--- src/hw/i2c_target_pkg.sv ---
// Acquisition entry tags and layout, TTI word width, command and response descriptors
`default_nettype none

package i2c_target_pkg;

  // Acquisition entry from the byte-level I2C target engine
  localparam int AcqTagWidth = 3;
  localparam int AcqEntryWidth = AcqTagWidth + 8;

  typedef enum logic [AcqTagWidth-1:0] {
    AcqData    = 3'd0,
    AcqStartWr = 3'd1,
    AcqStartRd = 3'd2,
    AcqStop    = 3'd3,
    AcqNack    = 3'd4
  } acq_tag_e;

  // Tag in the upper bits, byte in the lower eight
  typedef struct packed {
    acq_tag_e   tag;
    logic [7:0] data;
  } acq_entry_t;

  // RX and TX queue words
  localparam int TtiWordWidth = 32;

  // Command descriptor, length in the low half of the word
  typedef struct packed {
    logic [15:0] reserved;
    logic [15:0] data_length;
  } tti_cmd_desc_t;

  // Response descriptor, upper half always zero
  typedef struct packed {
    logic [15:0] reserved;
    logic [15:0] data_length;
  } tti_resp_desc_t;

  localparam int QueueDepthDefault = 4;

endpackage

`default_nettype wire

--- src/hw/tti_if.sv ---
// TTI channel bundle between the standby flow and its queues, with flow and queues modports
`default_nettype none

interface tti_if;

  // Command descriptors, queue to flow
  logic                                      cmd_valid;
  logic                                      cmd_ready;
  i2c_target_pkg::tti_cmd_desc_t             cmd_data;

  // TX data words, queue to flow
  logic                                      tx_valid;
  logic                                      tx_ready;
  logic [i2c_target_pkg::TtiWordWidth-1:0]   tx_data;

  // Response descriptors, flow to queue
  logic                                      resp_valid;
  logic                                      resp_ready;
  i2c_target_pkg::tti_resp_desc_t            resp_data;

  // RX data words, flow to queue
  logic                                      rx_valid;
  logic                                      rx_ready;
  logic [i2c_target_pkg::TtiWordWidth-1:0]   rx_data;

  modport flow (
    input  cmd_valid, cmd_data, tx_valid, tx_data, resp_ready, rx_ready,
    output cmd_ready, tx_ready, resp_valid, resp_data, rx_valid, rx_data
  );

  modport queues (
    output cmd_valid, cmd_data, tx_valid, tx_data, resp_ready, rx_ready,
    input  cmd_ready, tx_ready, resp_valid, resp_data, rx_valid, rx_data
  );

endinterface

`default_nettype wire

--- src/hw/flow_standby_i2c.sv ---
// I2C standby flow FSM translating acquisition entries to and from the TTI queues
`default_nettype none

module flow_standby_i2c (
  input  logic                       clk_i,
  input  logic                       rst_ni,
  input  logic                       acq_valid_i,
  input  i2c_target_pkg::acq_entry_t acq_entry_i,
  tti_if.flow                        tti_o,
  output logic                       tx_byte_valid_o,
  output logic [7:0]                 tx_byte_o,
  input  logic                       tx_byte_ready_i,
  output logic                       err_o
);

  typedef enum logic [3:0] {
    AwaitStart   = 4'd0,
    ReceiveByte  = 4'd1,
    PushWord     = 4'd2,
    PushResponse = 4'd3,
    PopCommand   = 4'd4,
    PopWord      = 4'd5,
    SendByte     = 4'd6,
    AwaitStop    = 4'd7,
    ReportError  = 4'd8
  } state_e;

  state_e                                  state_q, state_d;
  logic [i2c_target_pkg::TtiWordWidth-1:0] word_q, word_d;
  logic [15:0]                             cnt_q, cnt_d;
  logic [15:0]                             read_len_q;
  logic                                    stop_pend_q, stop_pend_d;
  logic [1:0]                              byte_sel;

  // Decoded entry
  logic is_data, is_start_wr, is_start_rd, is_stop, is_nack;

  // Datapath controls from the FSM
  logic cnt_clr, cnt_inc;
  logic buf_clr, buf_wr, buf_load;
  logic len_load, stop_set;

  assign is_data     = acq_valid_i && (acq_entry_i.tag == i2c_target_pkg::AcqData);
  assign is_start_wr = acq_valid_i && (acq_entry_i.tag == i2c_target_pkg::AcqStartWr);
  assign is_start_rd = acq_valid_i && (acq_entry_i.tag == i2c_target_pkg::AcqStartRd);
  assign is_stop     = acq_valid_i && (acq_entry_i.tag == i2c_target_pkg::AcqStop);
  assign is_nack     = acq_valid_i && (acq_entry_i.tag == i2c_target_pkg::AcqNack);

  // Low counter bits pick the byte within the word
  assign byte_sel  = cnt_q[1:0];
  assign tx_byte_o = word_q[{byte_sel, 3'b000} +: 8];

  assign tti_o.rx_data               = word_q;
  assign tti_o.resp_data.reserved    = '0;
  assign tti_o.resp_data.data_length = cnt_q;

  always_comb begin
    word_d = word_q;
    if (buf_clr) begin
      word_d = '0;
    end
    if (buf_wr) begin
      word_d[{byte_sel, 3'b000} +: 8] = acq_entry_i.data;
    end
    if (buf_load) begin
      word_d = tti_o.tx_data;
    end
  end

  assign cnt_d       = cnt_clr ? '0 : (cnt_inc ? cnt_q + 16'd1 : cnt_q);
  assign stop_pend_d = cnt_clr ? 1'b0 : (stop_set ? 1'b1 : stop_pend_q);

  always_ff @(posedge clk_i or negedge rst_ni) begin
    if (!rst_ni) begin
      state_q     <= AwaitStart;
      cnt_q       <= '0;
      stop_pend_q <= 1'b0;
    end else begin
      state_q     <= state_d;
      cnt_q       <= cnt_d;
      stop_pend_q <= stop_pend_d;
    end
  end

  always_ff @(posedge clk_i) begin
    word_q <= word_d;
    if (len_load) begin
      read_len_q <= tti_o.cmd_data.data_length;
    end
  end

  always_comb begin
    state_d         = state_q;
    cnt_clr         = 1'b0;
    cnt_inc         = 1'b0;
    buf_clr         = 1'b0;
    buf_wr          = 1'b0;
    buf_load        = 1'b0;
    len_load        = 1'b0;
    stop_set        = 1'b0;
    tti_o.cmd_ready  = 1'b0;
    tti_o.tx_ready   = 1'b0;
    tti_o.rx_valid   = 1'b0;
    tti_o.resp_valid = 1'b0;
    tx_byte_valid_o = 1'b0;
    err_o           = 1'b0;

    unique case (state_q)
      AwaitStart: begin
        if (is_start_wr) begin
          state_d = ReceiveByte;
          cnt_clr = 1'b1;
          buf_clr = 1'b1;
        end else if (is_start_rd) begin
          state_d = PopCommand;
          cnt_clr = 1'b1;
        end else if (is_data) begin
          state_d = ReportError;
        end
      end
      ReceiveByte: begin
        if (is_data) begin
          buf_wr  = 1'b1;
          cnt_inc = 1'b1;
          if (byte_sel == 2'd3) begin
            state_d = PushWord;
          end
        end else if (is_stop) begin
          // Partial word goes out before the response
          if (byte_sel != 2'd0) begin
            state_d  = PushWord;
            stop_set = 1'b1;
          end else begin
            state_d = PushResponse;
          end
        end else if (acq_valid_i) begin
          state_d = ReportError;
        end
      end
      PushWord: begin
        tti_o.rx_valid = 1'b1;
        if (tti_o.rx_ready) begin
          buf_clr = 1'b1;
          state_d = (stop_pend_q || is_stop) ? PushResponse : ReceiveByte;
          // A byte arriving with the push lands in the freshly cleared slot 0
          if (is_data && !stop_pend_q) begin
            buf_wr  = 1'b1;
            cnt_inc = 1'b1;
          end else if (acq_valid_i && !is_stop) begin
            state_d = ReportError;
          end
        end else if (is_stop) begin
          stop_set = 1'b1;
        end else if (acq_valid_i) begin
          state_d = ReportError;
        end
      end
      PushResponse: begin
        tti_o.resp_valid = 1'b1;
        if (tti_o.resp_ready) begin
          state_d = AwaitStart;
          if (is_start_wr) begin
            state_d = ReceiveByte;
            cnt_clr = 1'b1;
            buf_clr = 1'b1;
          end else if (is_start_rd) begin
            state_d = PopCommand;
            cnt_clr = 1'b1;
          end else if (is_data || is_nack) begin
            state_d = ReportError;
          end
        end else if (acq_valid_i && !is_stop) begin
          state_d = ReportError;
        end
      end
      PopCommand: begin
        tti_o.cmd_ready = 1'b1;
        if (tti_o.cmd_valid) begin
          len_load = 1'b1;
          state_d  = (tti_o.cmd_data.data_length == 16'd0) ? ReportError : PopWord;
        end
        if (acq_valid_i) begin
          state_d = ReportError;
        end
      end
      PopWord: begin
        tti_o.tx_ready = 1'b1;
        if (tti_o.tx_valid) begin
          buf_load = 1'b1;
          state_d  = SendByte;
        end
        if (acq_valid_i) begin
          state_d = ReportError;
        end
      end
      SendByte: begin
        tx_byte_valid_o = 1'b1;
        if (tx_byte_ready_i) begin
          cnt_inc = 1'b1;
          if (cnt_q + 16'd1 == read_len_q) begin
            state_d = AwaitStop;
          end else if (byte_sel == 2'd3) begin
            state_d = PopWord;
          end
        end
        // NACK or any other entry before the count is reached
        if (acq_valid_i) begin
          state_d = ReportError;
        end
      end
      AwaitStop: begin
        // Master NACK on the last byte is normal
        if (is_stop) begin
          state_d = AwaitStart;
        end else if (acq_valid_i && !is_nack) begin
          state_d = ReportError;
        end
      end
      ReportError: begin
        err_o = 1'b1;
        if (is_stop) begin
          state_d = AwaitStart;
        end
      end
      default: begin
        state_d = ReportError;
      end
    endcase
  end

endmodule

`default_nettype wire

--- src/hw/standby_i2c_target.sv ---
// Top level of the I2C standby target, standby flow plus TTI queues on plain ports
`default_nettype none

module standby_i2c_target #(
  parameter int QueueDepth = i2c_target_pkg::QueueDepthDefault
) (
  input  logic                                     clk_i,
  input  logic                                     rst_ni,
  input  logic                                     acq_valid_i,
  input  logic [i2c_target_pkg::AcqEntryWidth-1:0] acq_entry_i,
  output logic                                     tx_byte_valid_o,
  output logic [7:0]                               tx_byte_o,
  input  logic                                     tx_byte_ready_i,
  input  logic                                     host_cmd_valid_i,
  input  logic [i2c_target_pkg::TtiWordWidth-1:0]  host_cmd_data_i,
  output logic                                     host_cmd_ready_o,
  input  logic                                     host_tx_valid_i,
  input  logic [i2c_target_pkg::TtiWordWidth-1:0]  host_tx_data_i,
  output logic                                     host_tx_ready_o,
  output logic                                     host_resp_valid_o,
  output logic [i2c_target_pkg::TtiWordWidth-1:0]  host_resp_data_o,
  input  logic                                     host_resp_ready_i,
  output logic                                     host_rx_valid_o,
  output logic [i2c_target_pkg::TtiWordWidth-1:0]  host_rx_data_o,
  input  logic                                     host_rx_ready_i,
  output logic                                     err_o
);

  tti_if tti_bus ();

  flow_standby_i2c u_flow (
    .clk_i,
    .rst_ni,
    .acq_valid_i,
    .acq_entry_i     (i2c_target_pkg::acq_entry_t'(acq_entry_i)),
    .tti_o           (tti_bus.flow),
    .tx_byte_valid_o,
    .tx_byte_o,
    .tx_byte_ready_i,
    .err_o
  );

  tti_queues #(
    .QueueDepth (QueueDepth)
  ) u_queues (
    .clk_i,
    .rst_ni,
    .flow_o            (tti_bus.queues),
    .host_cmd_valid_i,
    .host_cmd_data_i,
    .host_cmd_ready_o,
    .host_tx_valid_i,
    .host_tx_data_i,
    .host_tx_ready_o,
    .host_resp_valid_o,
    .host_resp_data_o,
    .host_resp_ready_i,
    .host_rx_valid_o,
    .host_rx_data_o,
    .host_rx_ready_i
  );

endmodule

`default_nettype wire

--- src/hw/tti_fifo.sv ---
// Synchronous valid/ready FIFO with circular buffer and occupancy count
`default_nettype none

module tti_fifo #(
  parameter int Width = 32,
  parameter int Depth = 4
) (
  input  logic             clk_i,
  input  logic             rst_ni,
  input  logic             wvalid_i,
  output logic             wready_o,
  input  logic [Width-1:0] wdata_i,
  output logic             rvalid_o,
  input  logic             rready_i,
  output logic [Width-1:0] rdata_o
);

  localparam int PtrWidth = (Depth > 1) ? $clog2(Depth) : 1;
  localparam int CntWidth = $clog2(Depth + 1);
  localparam logic [PtrWidth-1:0] LastPtr = PtrWidth'(Depth - 1);
  localparam logic [CntWidth-1:0] FullCnt = CntWidth'(Depth);

  logic [Width-1:0]    mem_q [Depth];
  logic [PtrWidth-1:0] wptr_q;
  logic [PtrWidth-1:0] rptr_q;
  logic [CntWidth-1:0] cnt_q;
  logic                push;
  logic                pop;

  assign wready_o = (cnt_q != FullCnt);
  assign rvalid_o = (cnt_q != '0);
  assign rdata_o  = mem_q[rptr_q];

  assign push = wvalid_i && wready_o;
  assign pop  = rvalid_o && rready_i;

  // Storage, written only on an accepted push
  always_ff @(posedge clk_i) begin
    if (push) begin
      mem_q[wptr_q] <= wdata_i;
    end
  end

  always_ff @(posedge clk_i or negedge rst_ni) begin
    if (!rst_ni) begin
      wptr_q <= '0;
      rptr_q <= '0;
      cnt_q  <= '0;
    end else begin
      if (push) begin
        wptr_q <= (wptr_q == LastPtr) ? '0 : wptr_q + 1'b1;
      end
      if (pop) begin
        rptr_q <= (rptr_q == LastPtr) ? '0 : rptr_q + 1'b1;
      end
      // Simultaneous push and pop leaves the count unchanged
      if (push && !pop) begin
        cnt_q <= cnt_q + 1'b1;
      end else if (pop && !push) begin
        cnt_q <= cnt_q - 1'b1;
      end
    end
  end

endmodule

`default_nettype wire

--- src/hw/tti_queues.sv ---
// Command, TX, response and RX queues between the host and the standby flow
`default_nettype none

module tti_queues #(
  parameter int QueueDepth = 4
) (
  input  logic                                    clk_i,
  input  logic                                    rst_ni,
  tti_if.queues                                   flow_o,
  input  logic                                    host_cmd_valid_i,
  input  logic [i2c_target_pkg::TtiWordWidth-1:0] host_cmd_data_i,
  output logic                                    host_cmd_ready_o,
  input  logic                                    host_tx_valid_i,
  input  logic [i2c_target_pkg::TtiWordWidth-1:0] host_tx_data_i,
  output logic                                    host_tx_ready_o,
  output logic                                    host_resp_valid_o,
  output logic [i2c_target_pkg::TtiWordWidth-1:0] host_resp_data_o,
  input  logic                                    host_resp_ready_i,
  output logic                                    host_rx_valid_o,
  output logic [i2c_target_pkg::TtiWordWidth-1:0] host_rx_data_o,
  input  logic                                    host_rx_ready_i
);

  logic [i2c_target_pkg::TtiWordWidth-1:0] cmd_rdata;
  logic [i2c_target_pkg::TtiWordWidth-1:0] resp_wdata;

  // Descriptor words take their package types at this boundary
  assign flow_o.cmd_data = i2c_target_pkg::tti_cmd_desc_t'(cmd_rdata);
  assign resp_wdata      = flow_o.resp_data;

  // Host to flow
  tti_fifo #(
    .Width (i2c_target_pkg::TtiWordWidth),
    .Depth (QueueDepth)
  ) u_cmd_q (
    .clk_i,
    .rst_ni,
    .wvalid_i (host_cmd_valid_i),
    .wready_o (host_cmd_ready_o),
    .wdata_i  (host_cmd_data_i),
    .rvalid_o (flow_o.cmd_valid),
    .rready_i (flow_o.cmd_ready),
    .rdata_o  (cmd_rdata)
  );

  tti_fifo #(
    .Width (i2c_target_pkg::TtiWordWidth),
    .Depth (QueueDepth)
  ) u_tx_q (
    .clk_i,
    .rst_ni,
    .wvalid_i (host_tx_valid_i),
    .wready_o (host_tx_ready_o),
    .wdata_i  (host_tx_data_i),
    .rvalid_o (flow_o.tx_valid),
    .rready_i (flow_o.tx_ready),
    .rdata_o  (flow_o.tx_data)
  );

  // Flow to host
  tti_fifo #(
    .Width (i2c_target_pkg::TtiWordWidth),
    .Depth (QueueDepth)
  ) u_resp_q (
    .clk_i,
    .rst_ni,
    .wvalid_i (flow_o.resp_valid),
    .wready_o (flow_o.resp_ready),
    .wdata_i  (resp_wdata),
    .rvalid_o (host_resp_valid_o),
    .rready_i (host_resp_ready_i),
    .rdata_o  (host_resp_data_o)
  );

  tti_fifo #(
    .Width (i2c_target_pkg::TtiWordWidth),
    .Depth (QueueDepth)
  ) u_rx_q (
    .clk_i,
    .rst_ni,
    .wvalid_i (flow_o.rx_valid),
    .wready_o (flow_o.rx_ready),
    .wdata_i  (flow_o.rx_data),
    .rvalid_o (host_rx_valid_o),
    .rready_i (host_rx_ready_i),
    .rdata_o  (host_rx_data_o)
  );

endmodule

`default_nettype wire

--- config.mk ---
export PLATFORM = sky130hd
export DESIGN_NAME = standby_i2c_target
export DESIGN_NICKNAME = d
export VERILOG_FILES = /design/src/hw/i2c_target_pkg.sv /design/src/hw/tti_if.sv /design/src/hw/flow_standby_i2c.sv /design/src/hw/standby_i2c_target.sv /design/src/hw/tti_fifo.sv /design/src/hw/tti_queues.sv
export SDC_FILE = /design/constraint.sdc
export NUM_CORES = 1
export LEC_CHECK = 0
export BUFFER_PORTS_ARGS = -buffer_cell sky130_fd_sc_hd__buf_2
export CAP_MARGIN = 25
export CORE_ASPECT_RATIO = 1.4
export CORE_MARGIN = 2
export CORE_UTILIZATION = 40
export DETAILED_ROUTE_END_ITERATION = 8
export MAX_ROUTING_LAYER = met4
export PLACE_DENSITY_LB_ADDON = 0.3
export SLEW_MARGIN = 20
export SYNTH_ARGS = -nofsm -noshare
export SYNTH_HDL_FRONTEND = slang
export SYNTH_HIERARCHICAL = 1
export SYNTH_SLANG_ARGS = --single-unit
--- constraint.sdc ---
create_clock -name clk_i -period 3.2 [get_ports clk_i]
set_clock_uncertainty 0.1 [all_clocks]
set_input_delay 0.48 -clock clk_i [delete_from_list [all_inputs] [get_ports clk_i]]
set_output_delay 0.48 -clock clk_i [all_outputs]
set_load 0.01 [all_outputs]
Word-level counts from Yosys, hierarchy flattened
Memory sizes are Yosys's and may differ from the RTL's.
Cells that the tools add are included.
{"block": "word_totals", "out_inout_bits": 78, "mem_bits_ro": 0, "input_bits": 83, "latch_bits": 0, "reg_bits": 97, "n_memories": 4, "mem_bits_rw": 448, "word_cells": 223}
{"block": "classes", "mul": 0, "order_cmp": 0, "n_eq_ne": 36, "div_mod_pow": 0, "n_bitwise": 0, "shifts": 3, "mux": 93, "n_reduce_logical": 52, "n_addsub": 18}
{"memory": "u_queues.u_cmd_q.mem_q", "depth": 4, "width": 32, "rd": 1, "rd_ports_with_merged_regs": 0, "write_ports": 1, "line_no": "tti_fifo.sv:23", "rtl": "logic [Width-1:0] mem_q [Depth];"}
{"memory": "u_queues.u_rx_q.mem_q", "depth": 4, "width": 32, "rd": 1, "rd_ports_with_merged_regs": 0, "write_ports": 1, "line_no": "tti_fifo.sv:23"}
{"memory": "u_queues.u_tx_q.mem_q", "depth": 4, "width": 32, "rd": 1, "rd_ports_with_merged_regs": 0, "write_ports": 1, "line_no": "tti_fifo.sv:23"}
{"memory": "u_queues.u_resp_q.mem_q", "depth": 4, "width": 16, "rd": 1, "rd_ports_with_merged_regs": 0, "write_ports": 1, "line_no": "tti_fifo.sv:23"}
{"operator": "4-bit two-way mux", "count": 28}
{"operator": "32-bit two-way mux", "count": 3}
{"operator": "1-bit two-way mux", "count": 36}
{"operator": "4-bit case mux with 9 select lines", "count": 1}
{"operator": "32-bit bitwise mux", "count": 1}
{"operator": "16-bit two-way mux", "count": 2}
{"operator": "8-bit by 7-bit variable shift with 32-bit output (first input constant)", "count": 1}
{"operator": "32-bit by 6-bit indexed part select with 8-bit output", "count": 1}
{"operator": "8-bit by 7-bit indexed part select with 32-bit output", "count": 1}
{"operator": "1-bit logical AND", "count": 24}
{"operator": "3-bit two-way mux", "count": 8}
{"operator": "2-bit == test (second input constant)", "count": 9}
{"operator": "2-bit two-way mux", "count": 9}
{"operator": "3-bit != test (second input constant)", "count": 6}
{"operator": "16-bit by 1-bit adder with 16-bit output (second input constant)", "count": 1}
{"operator": "2-bit by 1-bit adder with 2-bit output (second input constant)", "count": 8}
{"operator": "16-bit == test", "count": 1}
{"operator": "4-bit by 3-bit == test with 1-bit output (second input constant)", "count": 4}
{"operator": "16-bit logical NOT", "count": 1}
{"operator": "2-bit nonzero test", "count": 7}
{"operator": "3-bit by 1-bit adder with 3-bit output (second input constant)", "count": 4}
{"operator": "3-bit nonzero test", "count": 4}
{"operator": "3-bit by 1-bit subtractor with 3-bit output (second input constant)", "count": 4}
{"operator": "1-bit logical NOT", "count": 11}
{"operator": "18 further kinds", "count": 27}

Logic depth before layout (Yosys ltp)
{"block": "logic_depth", "depth_word": 9, "depth_mapped": 10, "mapped_depth_nobuf": 10}

Cells and area by module
The synthesis kept the hierarchy.
{"mod": "tti_fifo (u_queues.u_cmd_q ...)", "cells_per_inst": 204, "seq_area_each_um2": 4018.9, "area_each_um2": 5053.6, "instances": 2}
{"mod": "tti_fifo (u_queues.u_resp_q)", "cells_per_inst": 205, "seq_area_each_um2": 4018.9, "area_each_um2": 5106.1, "instances": 1}
{"mod": "tti_fifo (u_queues.u_rx_q)", "cells_per_inst": 204, "seq_area_each_um2": 4018.9, "area_each_um2": 5054.8, "instances": 1}
{"mod": "flow_standby_i2c", "cells_per_inst": 455, "seq_area_each_um2": 1646.6, "area_each_um2": 4465.5, "instances": 1}

Least setup slack after synthesis
No wires, ideal clock.
{"block": "synth_timing", "path_kind": "reg-to-reg", "startpoint": "reg u_flow.cnt_q[1]", "endpoint": "reg u_flow.state_q[1]", "path_stages_with_launch": 10, "path_buffers": 1, "required_ns": 3.008, "synth_period_minus_slack_ns": 2.532, "setup_ns": 0.092, "slack_ns": 0.668, "arrival_time_ns": 2.340, "cell_sequence": "dfrtp_1 > buf_1 > inv_1 > ha_1 > xor2_1 > nor2_1 > o2111ai_1 > a2111oi_4 > a31oi_1 > o31ai_2"}
{"block": "synth_via", "elab_chain_len": 6, "word_cells_on_any_way": 10, "classes_between": "add/sub (1); eq/ne (4); mux (4); reduce/logical (1)"}
{"item": "from (decl)", "line_no": "flow_standby_i2c.sv:30", "rtl": "logic [15:0] cnt_q, cnt_d;"}
{"item": "from (signal assigned)", "line_no": "flow_standby_i2c.sv:80", "rtl": "cnt_q <= cnt_d;"}
{"item": "16-bit by 1-bit adder with 16-bit output", "line_no": "flow_standby_i2c.sv:200", "rtl": "if (cnt_q + 16'd1 == read_len_q) begin"}
{"item": "16-bit == test", "line_no": "flow_standby_i2c.sv:200"}
{"item": "4-bit two-way mux", "line_no": "flow_standby_i2c.sv:200"}
{"item": "4-bit two-way mux", "line_no": "flow_standby_i2c.sv:198", "rtl": "if (tx_byte_ready_i) begin"}
{"item": "4-bit two-way mux", "line_no": "flow_standby_i2c.sv:207", "rtl": "if (acq_valid_i) begin"}
{"item": "4-bit case mux with 9 select lines", "line_no": "flow_standby_i2c.sv:108", "rtl": "unique case (state_q)"}
{"item": "to (signal assigned)", "line_no": "flow_standby_i2c.sv:75", "rtl": "state_q <= AwaitStart;"}
{"item": "to (signal assigned)", "line_no": "flow_standby_i2c.sv:79", "rtl": "state_q <= state_d;"}
{"item": "to (decl)", "line_no": "flow_standby_i2c.sv:28", "rtl": "state_e state_q, state_d;"}
Several ways; a longest one is shown, not always the timed one. The select of a mux whose other input is x is not followed.
A chain may end at the register's enable or synchronous reset.

Final worst setup path
{"block": "layout_timing", "startpoint": "reg u_queues.u_rx_q.rptr_q[0]", "endpoint": "out host_rx_data_o[14] in the netlist's numbering"}
{"block": "layout_via", "elab_chain_len": 1}
{"item": "from (decl)", "line_no": "tti_fifo.sv:25", "rtl": "logic [PtrWidth-1:0] rptr_q;"}
{"item": "from (signal assigned)", "line_no": "tti_fifo.sv:54", "rtl": "rptr_q <= (rptr_q == LastPtr) ? '0 : rptr_q + 1'b1;"}
{"item": "memory 4 x 32 bit"}
{"item": "to (decl)", "line_no": "standby_i2c_target.sv:24", "rtl": "output logic [i2c_target_pkg::TtiWordWidth-1:0] host_rx_data_o,"}
No other way between the ends.

==> impl_metrics.ini <==
[outcome]
status = finished clean

[global_routing]
overflow = 0
grt_pass1_wl_mm = 67.9
grt_usage_pct = 15.7
grt_max_degree = 35
grt_antenna_before_repair = 17
grt_pass1_vias = 11518

[setup_path]
critPathKind = flop to output pin
startpoint = u_queues/u_rx_q/rptr_q[0]
r2r-start = u_flow/state_q[1]
end_kind = output pin
worstPathMaxFanout = 20
arrival_ns = 2.36
cp.required_ns = 2.62
start_kind = flop

[detailed_routing]
wl_per_cell_um = 20.4
dr_total_vias = 11184
drt_iter0_drc = 708
vias_per_cell = 5.20
postRouteAntennaNets = 0
drt-pass1-iter-count = 7
wirelength_mm = 43.9
drc_errors = 0

[timing]
slew_headroom_pct = 40.5
tns_ns = 0
hold_viol_final = 0
rsz0062_at_grt = false
tightest_slew_ns = 0.893
slew_violations = 0
fin_crit_ns = 2.94
layout_worst_path_cycle_share_pct = 91.8
max_freq_mhz = 341
setup_violations = 0

[finish]
seq_area_um2 = 15800
final_common_cell = edfxtp_1
nets = 1481
final_area_um2 = 25800
final_layout_size_suffix_gt1_share_pct = 32.2
syn_to_final_growth_pct = 14.8
multi_input_area_um2 = 6120
fillerInstances = 4733
mostFrequentLayoutCells = 464 x edfxtp_1, 144 x buf_2, 116 x mux4_2

[hold_path]
hp-class = input pin to flop
hold_start = host_tx_data_i[7]

[synth]
avgSynthCellArea_um2 = 18.8
synthCells = 1192
synth_warnings = 6
syn_area_um2 = 22500

[clocking]
cts_made_buffers = 50
cts.sink_count = 545
clockRootBuffer = clkbuf_16
cts_tree = done
cts_max_level = 2
clk_path_buf_depth = 3
clk_latency_ns = 0.56
path_clk_slew_ns = 0.06
cts_setup_buffers = 0

[power_and_ir_drop]
power_density_nw_per_um2 = 788
vdd_drop_max_uv = 416
leakage_nw = 9.07

[place]
port_buffers = 144
dpl_cell_area_um2 = 23900
place_congestion = 0.796
hpwlAfterDp_mm = 29.3

[floorplanning]
fp.dieW_um = 204
die_height_um = 284
die_area_um2 = 58100
start_util_pct = 40.5
io_pins = 161
rows = 102
coreArea_um2 = 55400

[run]
drv_cap = 0
[sequential cells by signal, summed over array words and instances (netlist names), 3 cells and up]
signal,flops
u_queues/u_rx_q/mem_q,128
u_queues/u_cmd_q/mem_q,64
u_flow/cnt_q,16
u_queues/u_resp_q/mem_q,128
u_queues/u_rx_q/cnt_q,3
u_queues/u_tx_q/mem_q,128
u_queues/u_resp_q/cnt_q,3
u_queues/u_cmd_q/cnt_q,3
u_flow/state_q,4
u_flow/tti_o.rx_data,32
u_flow/read_len_q,16
u_queues/u_tx_q/cnt_q,3
[critical path, stage by stage, from the launching register on]
cell and delay [ns]:
dfrtp_2 0.78, buf_12 0.27, mux4_2 0.55, buf_2 0.16
[area by class of cell]
type	instances	share of cell area [%]
Antenna cell	16	0.155
Clock buffer	58	5.09
Clock inverter	35	1.79
Inverter	20	0.291
Multi-Input combinational cell	565	23.7
Sequential cell	545	61.3
Tap cell	728	3.54
Timing Repair Buffer	182	4.06
[per-layer routing]
| metal | track usage (%) | wire, um | up-vias |
|---|---|---|---|
| li1 | - | - | 5130 |
| met1 | 19.4 | 18200 | 5724 |
| met2 | 25.5 | 22000 | 256 |
| met3 | 3.60 | 2470 | 74 |
| met4 | 4.89 | 1210 | 0 |
| met5 | - | 0 | - |
[final timing paths]
check / cells after the start / endpoint / slack [ns]
setup reg to reg: 9 / u_queues/u_resp_q/cnt_q[2] / 0.47
hold reg to reg: 1 / u_queues/u_rx_q/cnt_q[2] / 0.39
setup / recovery: 3 / host_rx_data_o[14] / 0.26
hold / removal: 1 / u_queues/u_tx_q/mem_q[3][7] / 0.03
min in group asynchronous: 2 / u_queues/u_cmd_q/rptr_q[0] / 0.42
max in group asynchronous: 3 / u_queues/u_rx_q/rptr_q[0] / 1.90
[what timing repair did]
item | 4_1_cts | 5_1_grt
endpoints found under the hold margin | 25 | 0
hold buffers | 1 | 0
resized for setup | 0 | 0
[report_power, final]
group / internal [W] / leakage [nW] / switching, W / total [W]
clock: 0.00377 / 0.843 / 0.00255 / 0.00633
sequential: 0.00872 / 5.09 / 0.000672 / 0.00940
combinational: 0.00224 / 3.14 / 0.00233 / 0.00457
[per-stage QoR]
stage / util [%] / worst slack (ns) / cells / power (W) / hold slack [ns]
2_1_floorplan: - / 0.668 / 1207 / 0.0127 / 0.0844
3_3_place_gp: 43.2 / 0.549 / 2039 / 0.0141 / 0.367
3_5_place_dp: 43.2 / 0.516 / 2039 / 0.0143 / 0.379
4_1_cts: 46.4 / 0.153 / 2133 / 0.0206 / 0.00673
5_1_grt: 46.5 / 0.0979 / 2149 / 0.0213 / 0.0128
6_report: 46.5 / 0.264 / 2149 / 0.0203 / 0.0348
Power figures use the tool's default switching activity.
